## config.mk

```make
export PLATFORM = sky130hd
export DESIGN_NAME = core_top
export DESIGN_NICKNAME = d
export VERILOG_FILES = /design/src/hdl/core_pkg.sv /design/src/hdl/instr_fetch.sv /design/src/hdl/paged_mem_access.sv /design/src/hdl/exec_unit.sv /design/src/hdl/core_top.sv
export VERILOG_INCLUDE_DIRS = /design/src /design/src/hdl
export SDC_FILE = /design/constraint.sdc
export NUM_CORES = 1
export LEC_CHECK = 0
export ABC_AREA = 1
export BUFFER_PORTS_ARGS = -buffer_cell sky130_fd_sc_hd__buf_2
export CORE_UTILIZATION = 41
export CTS_CLUSTER_SIZE = 14
export DETAILED_ROUTE_END_ITERATION = 12
export GPL_TIMING_DRIVEN = 0
export HOLD_SLACK_MARGIN = 0.03
export PLACE_DENSITY = 0.66
export RECOVER_POWER = 100
export SYNTH_ARGS = -nofsm -noshare
export SYNTH_HDL_FRONTEND = slang
export SYNTH_SLANG_ARGS = --single-unit
```

## constraint.sdc

```tcl
create_clock -name clka -period 7.8 [get_ports clka]
set_input_delay 0.39 -clock clka [delete_from_list [all_inputs] [get_ports clka]]
set_output_delay 0.39 -clock clka [all_outputs]
set_load 0.05 [all_outputs]
```

## src/hdl/core_settings.svh

```systemverilog
`ifndef CORE_SETTINGS_SVH
`define CORE_SETTINGS_SVH

// word geometry
`define WORD_BITS 16         // data and instruction word

// address geometry
`define VADDR_BITS 10        // virtual address seen by the program
`define PADDR_BITS 10        // physical address on the memory port

// paging, top vaddr bits select the logical page
`define PAGE_OFFSET_BITS 6   // 64 words per page
`define PAGE_COUNT 16        // physical pages, same as logical pages

// register file
`define REG_COUNT 8          // general registers

// program image starts here, lower addresses are off limits
`define PROG_BASE 46         // also the reset pc

`endif

```

## src/hdl/core_pkg.sv

```systemverilog
`include "core_settings.svh"

package core_pkg;

  typedef logic [`WORD_BITS-1:0] word_t;     // memory and register word
  typedef logic [`VADDR_BITS-1:0] vaddr_t;   // program address
  typedef logic [`PADDR_BITS-1:0] paddr_t;   // memory port address

  // logical or physical page number
  typedef logic [`VADDR_BITS-`PAGE_OFFSET_BITS-1:0] page_idx_t;

  // register number, low bits of the instruction register byte
  typedef logic [$clog2(`REG_COUNT)-1:0] reg_idx_t;

  // opcodes carried in the high byte of word 0
  typedef enum logic [7:0] {
    op_jmp       = 8'd1,
    op_ram2reg   = 8'd2,
    op_reg2ram   = 8'd3,
    op_num2reg   = 8'd4,
    op_reg_plus  = 8'd5,
    op_reg_minus = 8'd6,
    op_exit      = 8'd17
  } opcode_t;

  typedef enum logic [1:0] {
    f_idle,   // waiting for retire or boot
    f_word0,  // opcode and register word requested
    f_word1   // operand word requested
  } fetch_state_t;

  typedef enum logic [1:0] {
    w_idle,
    w_walk,   // following the process chain
    w_alloc,  // scanning for a free page
    w_access  // read in flight
  } walk_state_t;

  typedef enum logic [1:0] {
    e_ready,
    e_mem_wait,
    e_halted
  } exec_state_t;

endpackage

```

## src/hdl/instr_fetch.sv

```systemverilog
`timescale 1ns/1ps
`include "core_settings.svh"

module instr_fetch (
  input  logic               clka,
  input  logic               rst,
  output logic               fetch_req,
  output core_pkg::vaddr_t   fetch_vaddr,
  input  logic               fetch_ack,
  input  core_pkg::word_t    rd_data,
  output logic               instr_valid,
  output core_pkg::opcode_t  instr_op,
  output core_pkg::reg_idx_t instr_reg,
  output core_pkg::word_t    instr_operand,
  input  logic               exec_done,
  input  logic               redirect,
  input  core_pkg::vaddr_t   redirect_target
);
  import core_pkg::*;

  fetch_state_t state;
  vaddr_t       pc;       // address of word 0 of the current instruction
  vaddr_t       next_pc;
  logic         boot;     // first fetch after reset still due

  always_comb begin
    if (!exec_done) begin
      next_pc = pc;  // boot fetch starts at the reset pc
    end else if (redirect) begin
      next_pc = redirect_target;
    end else begin
      next_pc = pc + vaddr_t'(2);  // two words per instruction
    end
  end

  always_ff @(posedge clka) begin
    fetch_req   <= 1'b0;
    instr_valid <= 1'b0;
    if (rst) begin
      state <= f_idle;
      pc    <= vaddr_t'(`PROG_BASE);
      boot  <= 1'b1;
    end else begin
      case (state)
        f_idle: begin
          if (boot || exec_done) begin
            pc          <= next_pc;
            fetch_vaddr <= next_pc;
            fetch_req   <= 1'b1;
            boot        <= 1'b0;
            state       <= f_word0;
          end
        end
        f_word0: begin
          if (fetch_ack) begin
            instr_op    <= opcode_t'(rd_data[`WORD_BITS-1 -: 8]);  // unknown codes run as no-op
            instr_reg   <= rd_data[$bits(reg_idx_t)-1:0];
            fetch_vaddr <= pc + vaddr_t'(1);
            fetch_req   <= 1'b1;
            state       <= f_word1;
          end
        end
        f_word1: begin
          if (fetch_ack) begin
            instr_operand <= rd_data;
            instr_valid   <= 1'b1;
            state         <= f_idle;
          end
        end
        default: state <= f_idle;
      endcase
    end
  end

  // decoded instruction only leaves after the walker has answered
  a_no_valid_in_flight: assert property (@(posedge clka) disable iff (rst)
    fetch_req |=> (!instr_valid until fetch_ack))
    else $error("instr_valid raised while a fetch is outstanding");

endmodule

```

## src/hdl/paged_mem_access.sv

```systemverilog
`timescale 1ns/1ps
`include "core_settings.svh"

module paged_mem_access (
  input  logic             clka,
  input  logic             rst,
  input  logic             fetch_req,
  input  core_pkg::vaddr_t fetch_vaddr,
  output logic             fetch_ack,
  input  logic             data_req,
  input  logic             data_we,
  input  core_pkg::vaddr_t data_vaddr,
  input  core_pkg::word_t  data_wdata,
  output logic             data_ack,
  output core_pkg::word_t  rd_data,
  output logic             mem_en,
  output logic             mem_we,
  output core_pkg::paddr_t mem_addr,
  output core_pkg::word_t  mem_wdata,
  input  core_pkg::word_t  mem_rdata
);
  import core_pkg::*;

  // page table, chain end points to itself
  page_idx_t next_ptr [`PAGE_COUNT];
  page_idx_t log_page [`PAGE_COUNT];
  logic      used     [`PAGE_COUNT];

  page_idx_t cache_lpage;  // last translation
  page_idx_t cache_ppage;

  walk_state_t state;
  page_idx_t   walk_ptr;   // chain entry under test, tail once the walk ends
  page_idx_t   scan_ptr;   // free page candidate
  logic        req_data;   // request came from execute
  logic        req_we;
  vaddr_t      req_vaddr;
  word_t       req_wdata;

  logic      cur_data;
  logic      cur_we;
  vaddr_t    cur_vaddr;
  word_t     cur_wdata;
  page_idx_t cur_lpage;
  logic      walk_match;
  logic      issue;        // translation known, strobe the memory
  page_idx_t issue_page;

  // new request is taken straight from the ports, later from the latch
  always_comb begin
    if (state == w_idle) begin
      cur_data  = data_req;
      cur_we    = data_req & data_we;
      cur_vaddr = data_req ? data_vaddr : fetch_vaddr;
      cur_wdata = data_wdata;
    end else begin
      cur_data  = req_data;
      cur_we    = req_we;
      cur_vaddr = req_vaddr;
      cur_wdata = req_wdata;
    end
  end

  assign cur_lpage = cur_vaddr[`VADDR_BITS-1:`PAGE_OFFSET_BITS];

  // logical page 0 lives at the chain head
  assign walk_match = (walk_ptr == '0) ? (cur_lpage == '0)
                                       : (log_page[walk_ptr] == cur_lpage);

  always_comb begin
    issue      = 1'b0;
    issue_page = cache_ppage;
    case (state)
      w_idle: issue = (fetch_req | data_req) && (cur_lpage == cache_lpage);
      w_walk: begin
        issue      = walk_match;
        issue_page = walk_ptr;
      end
      w_alloc: begin
        issue      = !used[scan_ptr];
        issue_page = scan_ptr;
      end
      default: issue = 1'b0;
    endcase
  end

  assign rd_data = mem_rdata;  // valid in the ack cycle of a read

  always_ff @(posedge clka) begin
    fetch_ack <= 1'b0;
    data_ack  <= 1'b0;
    mem_en    <= 1'b0;
    mem_we    <= 1'b0;
    if (rst) begin
      state       <= w_idle;
      cache_lpage <= '0;
      cache_ppage <= '0;
      next_ptr[0] <= '0;
      for (int i = 0; i < `PAGE_COUNT; i++) begin
        used[i] <= (i == 0);  // only the chain head is taken
      end
    end else begin
      case (state)
        w_idle: begin
          if (fetch_req || data_req) begin
            req_data  <= cur_data;
            req_we    <= cur_we;
            req_vaddr <= cur_vaddr;
            req_wdata <= cur_wdata;
            walk_ptr  <= '0;
            if (!issue) begin
              state <= w_walk;  // cache miss
            end
          end
        end
        w_walk: begin
          if (!walk_match) begin
            if (next_ptr[walk_ptr] == walk_ptr) begin
              scan_ptr <= page_idx_t'(1);  // page 0 is never free
              state    <= w_alloc;
            end else begin
              walk_ptr <= next_ptr[walk_ptr];
            end
          end
        end
        w_alloc: begin
          if (!used[scan_ptr]) begin
            used[scan_ptr]     <= 1'b1;
            log_page[scan_ptr] <= cur_lpage;
            next_ptr[scan_ptr] <= scan_ptr;  // new tail
            next_ptr[walk_ptr] <= scan_ptr;  // link behind old tail
          end else begin
            scan_ptr <= scan_ptr + 1'b1;
          end
        end
        w_access: begin
          fetch_ack <= !req_data;
          data_ack  <= req_data;
          state     <= w_idle;
        end
        default: state <= w_idle;
      endcase

      if (issue) begin
        mem_en      <= 1'b1;
        mem_we      <= cur_we;
        mem_addr    <= {issue_page, cur_vaddr[`PAGE_OFFSET_BITS-1:0]};
        mem_wdata   <= cur_wdata;
        cache_lpage <= cur_lpage;
        cache_ppage <= issue_page;
        if (cur_we) begin
          data_ack <= 1'b1;  // write done in its strobe cycle
          state    <= w_idle;
        end else begin
          state <= w_access;
        end
      end
    end
  end

  // fetch and execute must wait for the ack before the next request
  a_no_req_when_busy: assert property (@(posedge clka) disable iff (rst)
    (state != w_idle) |-> !(fetch_req || data_req))
    else $error("request arrived while the walker is busy");

  a_we_with_en: assert property (@(posedge clka) disable iff (rst)
    mem_we |-> mem_en)
    else $error("mem_we without mem_en");

  // logical pages never outnumber physical ones
  a_alloc_finds_page: assert property (@(posedge clka) disable iff (rst)
    $rose(state == w_alloc) |-> ##[1:`PAGE_COUNT] (state != w_alloc))
    else $error("allocation scan found no free page");

endmodule

```

## src/hdl/exec_unit.sv

```systemverilog
`timescale 1ns/1ps
`include "core_settings.svh"

module exec_unit (
  input  logic               clka,
  input  logic               rst,
  input  logic               instr_valid,
  input  core_pkg::opcode_t  instr_op,
  input  core_pkg::reg_idx_t instr_reg,
  input  core_pkg::word_t    instr_operand,
  output logic               exec_done,
  output logic               redirect,
  output core_pkg::vaddr_t   redirect_target,
  output logic               data_req,
  output logic               data_we,
  output core_pkg::vaddr_t   data_vaddr,
  output core_pkg::word_t    data_wdata,
  input  logic               data_ack,
  input  core_pkg::word_t    rd_data,
  output logic               halted
);
  import core_pkg::*;

  word_t       regs [`REG_COUNT];
  exec_state_t state;
  reg_idx_t    load_reg;  // destination of a pending ram2reg
  word_t       cur_val;
  logic        addr_ok;   // operand is inside the program area

  assign cur_val = regs[instr_reg];
  assign addr_ok = (instr_operand >= word_t'(`PROG_BASE));
  assign halted  = (state == e_halted);

  always_ff @(posedge clka) begin
    exec_done <= 1'b0;
    redirect  <= 1'b0;
    data_req  <= 1'b0;
    if (rst) begin
      state   <= e_ready;
      data_we <= 1'b0;
      for (int i = 0; i < `REG_COUNT; i++) begin
        regs[i] <= '0;
      end
    end else begin
      case (state)
        e_ready: begin
          if (instr_valid) begin
            case (instr_op)
              op_num2reg: begin
                regs[instr_reg] <= instr_operand;
                exec_done       <= 1'b1;
              end
              op_reg_plus: begin
                regs[instr_reg] <= cur_val + instr_operand;
                exec_done       <= 1'b1;
              end
              op_reg_minus: begin
                regs[instr_reg] <= cur_val - instr_operand;  // wraps at 16 bits
                exec_done       <= 1'b1;
              end
              op_jmp: begin
                redirect        <= addr_ok;  // low targets are ignored
                redirect_target <= instr_operand[`VADDR_BITS-1:0];
                exec_done       <= 1'b1;
              end
              op_ram2reg, op_reg2ram: begin
                if (addr_ok) begin
                  data_req   <= 1'b1;
                  data_we    <= (instr_op == op_reg2ram);
                  data_vaddr <= instr_operand[`VADDR_BITS-1:0];
                  data_wdata <= cur_val;
                  load_reg   <= instr_reg;
                  state      <= e_mem_wait;
                end else begin
                  exec_done <= 1'b1;
                end
              end
              op_exit: state <= e_halted;  // no retire, fetch stays parked
              default: exec_done <= 1'b1;
            endcase
          end
        end
        e_mem_wait: begin
          if (data_ack) begin
            if (!data_we) begin
              regs[load_reg] <= rd_data;
            end
            exec_done <= 1'b1;
            state     <= e_ready;
          end
        end
        default: state <= e_halted;
      endcase
    end
  end

  // fetch only hands over a new instruction after the previous retire
  a_valid_when_ready: assert property (@(posedge clka) disable iff (rst)
    instr_valid |-> (state == e_ready))
    else $error("instr_valid outside the ready state");

endmodule

```

## src/hdl/core_top.sv

```systemverilog
`timescale 1ns/1ps

module core_top (
  input  logic             clka,
  input  logic             rst,
  output logic             mem_en,
  output logic             mem_we,
  output core_pkg::paddr_t mem_addr,
  output core_pkg::word_t  mem_wdata,
  input  core_pkg::word_t  mem_rdata,
  output logic             halted
);
  import core_pkg::*;

  logic     fetch_req;
  vaddr_t   fetch_vaddr;
  logic     fetch_ack;
  word_t    rd_data;      // shared read return for fetch and execute
  logic     instr_valid;
  opcode_t  instr_op;
  reg_idx_t instr_reg;
  word_t    instr_operand;
  logic     exec_done;
  logic     redirect;
  vaddr_t   redirect_target;
  logic     data_req;
  logic     data_we;
  vaddr_t   data_vaddr;
  word_t    data_wdata;
  logic     data_ack;

  instr_fetch u_fetch (
    .clka            (clka),
    .rst             (rst),
    .fetch_req       (fetch_req),
    .fetch_vaddr     (fetch_vaddr),
    .fetch_ack       (fetch_ack),
    .rd_data         (rd_data),
    .instr_valid     (instr_valid),
    .instr_op        (instr_op),
    .instr_reg       (instr_reg),
    .instr_operand   (instr_operand),
    .exec_done       (exec_done),
    .redirect        (redirect),
    .redirect_target (redirect_target)
  );

  paged_mem_access u_mmu (
    .clka        (clka),
    .rst         (rst),
    .fetch_req   (fetch_req),
    .fetch_vaddr (fetch_vaddr),
    .fetch_ack   (fetch_ack),
    .data_req    (data_req),
    .data_we     (data_we),
    .data_vaddr  (data_vaddr),
    .data_wdata  (data_wdata),
    .data_ack    (data_ack),
    .rd_data     (rd_data),
    .mem_en      (mem_en),
    .mem_we      (mem_we),
    .mem_addr    (mem_addr),
    .mem_wdata   (mem_wdata),
    .mem_rdata   (mem_rdata)
  );

  exec_unit u_exec (
    .clka            (clka),
    .rst             (rst),
    .instr_valid     (instr_valid),
    .instr_op        (instr_op),
    .instr_reg       (instr_reg),
    .instr_operand   (instr_operand),
    .exec_done       (exec_done),
    .redirect        (redirect),
    .redirect_target (redirect_target),
    .data_req        (data_req),
    .data_we         (data_we),
    .data_vaddr      (data_vaddr),
    .data_wdata      (data_wdata),
    .data_ack        (data_ack),
    .rd_data         (rd_data),
    .halted          (halted)
  );

endmodule

```

==> reports/summary.txt <==
Synthesis Warnings: 0
RD Place Congestion: 0.915
Core Footprint: 50600 um2
CTS tree: yes
Residual DRC: 0
Least-Margin Pin Slew: 2.87 ns
Slew HR: -93.2%
H-tree depth: 2
biggest registers after layout: u_exec.regs x128, u_mmu.log_page x64, u_mmu.next_ptr x64
Hold EP: u_fetch.instr_operand[2]
post-DR vias/cell: 5.42
Yosys cell types: 56
worst reg2reg path endpoint: u_mmu.mem_wdata[6]
register share of total power: 43.5%
DR iter-0 viols: 1301
Biggest register: u_exec.regs
number of I/O pins: 47
clock share of power: 35.1%
drt total wl: 56500 um
Reg2Reg Depth: 15
Synth Register Bits: 456
vias in the first global route: 15900
EDFF count, synth: 394
buffer levels on the longest clock path: 3
Initial Utilization: 41.9%
remaining antenna violation count: 0
largest area contributor in the netlist: edfxtp_1
Fin Setup TNS: 0 ns
antenna violations before repair: 1
ant diodes: 0
Setup Viol. Count Final: 0
top-area cell type share of the netlist area: 55.8%
Setup Skew: 0.0245 ns
Mean Syn Cell Area: 10.0 um2
CP Data Required Time: 8.09 ns
CP endpoint kind: flip-flop
Max Fclk: 167 MHz
Hold WC Path Type: in2reg
post-CTS setup buffers: 0
Clock transition at path regs: 0.06 ns
status: complete, but fails checks
total grt overflow: 0
total track usage: 21.6%
Core Rows: 82
Synthesized Nets: 2180
hold path start: mem_rdata[2]
first drt pass iteration count: 5
final-report max-slew violation count: 53
first-pass GRT wire length: 88400 um
Die Height: 229 um
DP HPWL: 40900 um
worst hold slack: 0.132 ns
clk_lat worst skew: 0.60 ns
crit start category: flip-flop
count leader, synth: nor2_1
ranking of synthesized cells by area: edfxtp_1, nor2_1, nand2_1
max-cap violations: 3
static leakage: 9.04 nW
Net Sw Power: 2.15 mW
Netlist Area Pre-Place: 21200 um2
die width: 229 um
Post-synth top cells: nor2_1, edfxtp_1, nand2_1, inv_1, o21ai_0
Worst Setup Path Type: reg2reg
die area: 52600 um2
Via Count: 15900
combinational fraction of design power: 21.5%
CP max FO: 21
Synth async-reset ratio: 0%
area growth from synthesis to layout: 12.3%
largest net degree at the start of global routing: 22
total power per unit cell area: 288 nW/um2
Synth Instances: 2115
RSZ-0062 raised after global routing: false
Seq/Total Area, Yosys: 61.7%
hold path depth: 1
DR WL/cell: 19.2 um
port bufs: 45
Layout Nets: 2294
fill count: 4725
Num CTS Buffers: 49
CTS Sinks: 456
final worst-path cycle share: 77.0%
Final Hold Violating Endpoints: 0
Worst R2R Start: u_mmu.state[0]
Int Pwr: 4.71 mW
max reg flops: 128
root buffer cell: clkbuf_16
Final Critical Period: 6.00 ns
Switching Share: 31.3%
crit path DAT: 6.29 ns
Worst VDD drop: 181 uV
Top FF cell, synth: edfxtp_1
R2R Setup Slk: 1.80 ns
failing checks: max-capacitance violations, max-slew violations
fraction of layout cells with a size suffix above 1: 5.38%
cell type report:
cell class / instances / area, um2 / area share [%]
Clock buffer: 63 / 1340 / 5.63
Multi-Input combinational cell: 1371 / 6740 / 28.3
Tap cell: 672 / 841 / 3.53
Clock inverter: 28 / 334 / 1.40
Buffer: 83 / 369 / 1.55
Inverter: 205 / 771 / 3.24
Timing Repair Buffer: 63 / 323 / 1.36
Sequential cell: 456 / 13100 / 54.9
per-stage QoR:
| step | instances | util (%) | instance area (um2) | setup slack [ns] | total power [mW] |
|---|---|---|---|---|---|
| floorplan | 2115 | - | 21200 | 4.13 | 4.03 |
| global route | 2941 | 47.0 | 23800 | 1.06 | 7.15 |
| detailed placement | 2840 | 44.3 | 22400 | 1.96 | 4.54 |
| global placement | 2832 | 44.0 | 22300 | 2.00 | 4.48 |
| CTS | 2941 | 47.8 | 24200 | 1.98 | 6.93 |
| finish | 2941 | 47.0 | 23800 | 1.80 | 6.86 |
layer usage:
| metal | vias to the layer above | wire length (um) | global-route usage (%) |
|---|---|---|---|
| met5 | - | 9 | 0 |
| met1 | 7750 | 23300 | 27.0 |
| met4 | 2 | 2440 | 10.1 |
| met3 | 143 | 3340 | 3.42 |
| met2 | 549 | 27500 | 36.7 |
| li1 | 7503 | - | - |
worst max-delay path, cell delays in order (launching register included):
cell and delay, ns:
dfxtp_1 0.40, inv_1 0.10, ha_1 0.30, clkbuf_1 0.31, o21ai_0 1.96, clkinv_1 0.57, nand2_1 0.19, nand2_1 0.06
nor2_1 0.09, nand2_1 0.06, nand2_1 0.14, nand2_1 0.13, nand3_1 0.11, nand2_1 0.21, nor2_1 0.79, buf_16 0.24
worst max path at each step:
stage,startpoint,to,cells after the start
after floorplan,flip-flop,u_exec.regs[0][12],20
after global placement,flip-flop,u_exec.regs[7][12],20
after detailed placement,flip-flop,u_exec.regs[6][12],20
after CTS,flip-flop,u_exec.regs[6][12],20
after global routing,u_mmu.state[0],u_mmu.mem_wdata[6],15
final,u_mmu.state[0],u_mmu.mem_wdata[6],15
cells by family after synthesis:
family	after synthesis	share of synthesized area (%)
AOI/OAI and AO/OA	427	11.7
xor gates and xnor gates	20	0.827
adders and majority gates	47	2.85
buffers and inverters	288	5.75
DFF	456	61.7
and+or+nand+nor	877	17.2
power by group through the flow:
stage | Clock [mW] | Combinational [mW] | Sequential (mW)
after detailed placement | 0 | 1.51 | 3.03
final | 2.41 | 1.47 | 2.98
after CTS | 2.43 | 1.52 | 2.98
after global placement | 0 | 1.45 | 3.03
after floorplan | 0 | 0.942 | 3.09
after global routing | 2.52 | 1.63 | 3.00
placed cells by master (no fill, tap or decap), drive strengths merged, types with 4 or more instances in the layout:
master       netlist  routed
o2111ai            4       4
buf               38      22
inv              201     202
a31oi             20      20
dlygate4sd3        0      10
nand3             86      86
o32ai              5       5
a21oi             70      70
bufinv             0       6
nand2            350     350
ha                45      45
nor4               5       5
a21o               5       5
xor2              17      17
clkinv             4      21
o211ai            26      26
nor3              18      18
o22ai             43      43
o221ai            12      12
nor2             406     406
nand4              5       5
o21ai            226     226
or2                4       4
dfxtp             62      62
clkbuf            45     177
edfxtp           394     394
clkinvlp           0       4
what timing repair did:
| item | CTS | global route |
|---|---|---|
| hold buffers | 10 | 0 |
| hold endpoints to repair | 13 | 0 |
| resized for setup | 0 | 0 |
Power figures use the tool's default switching activity.
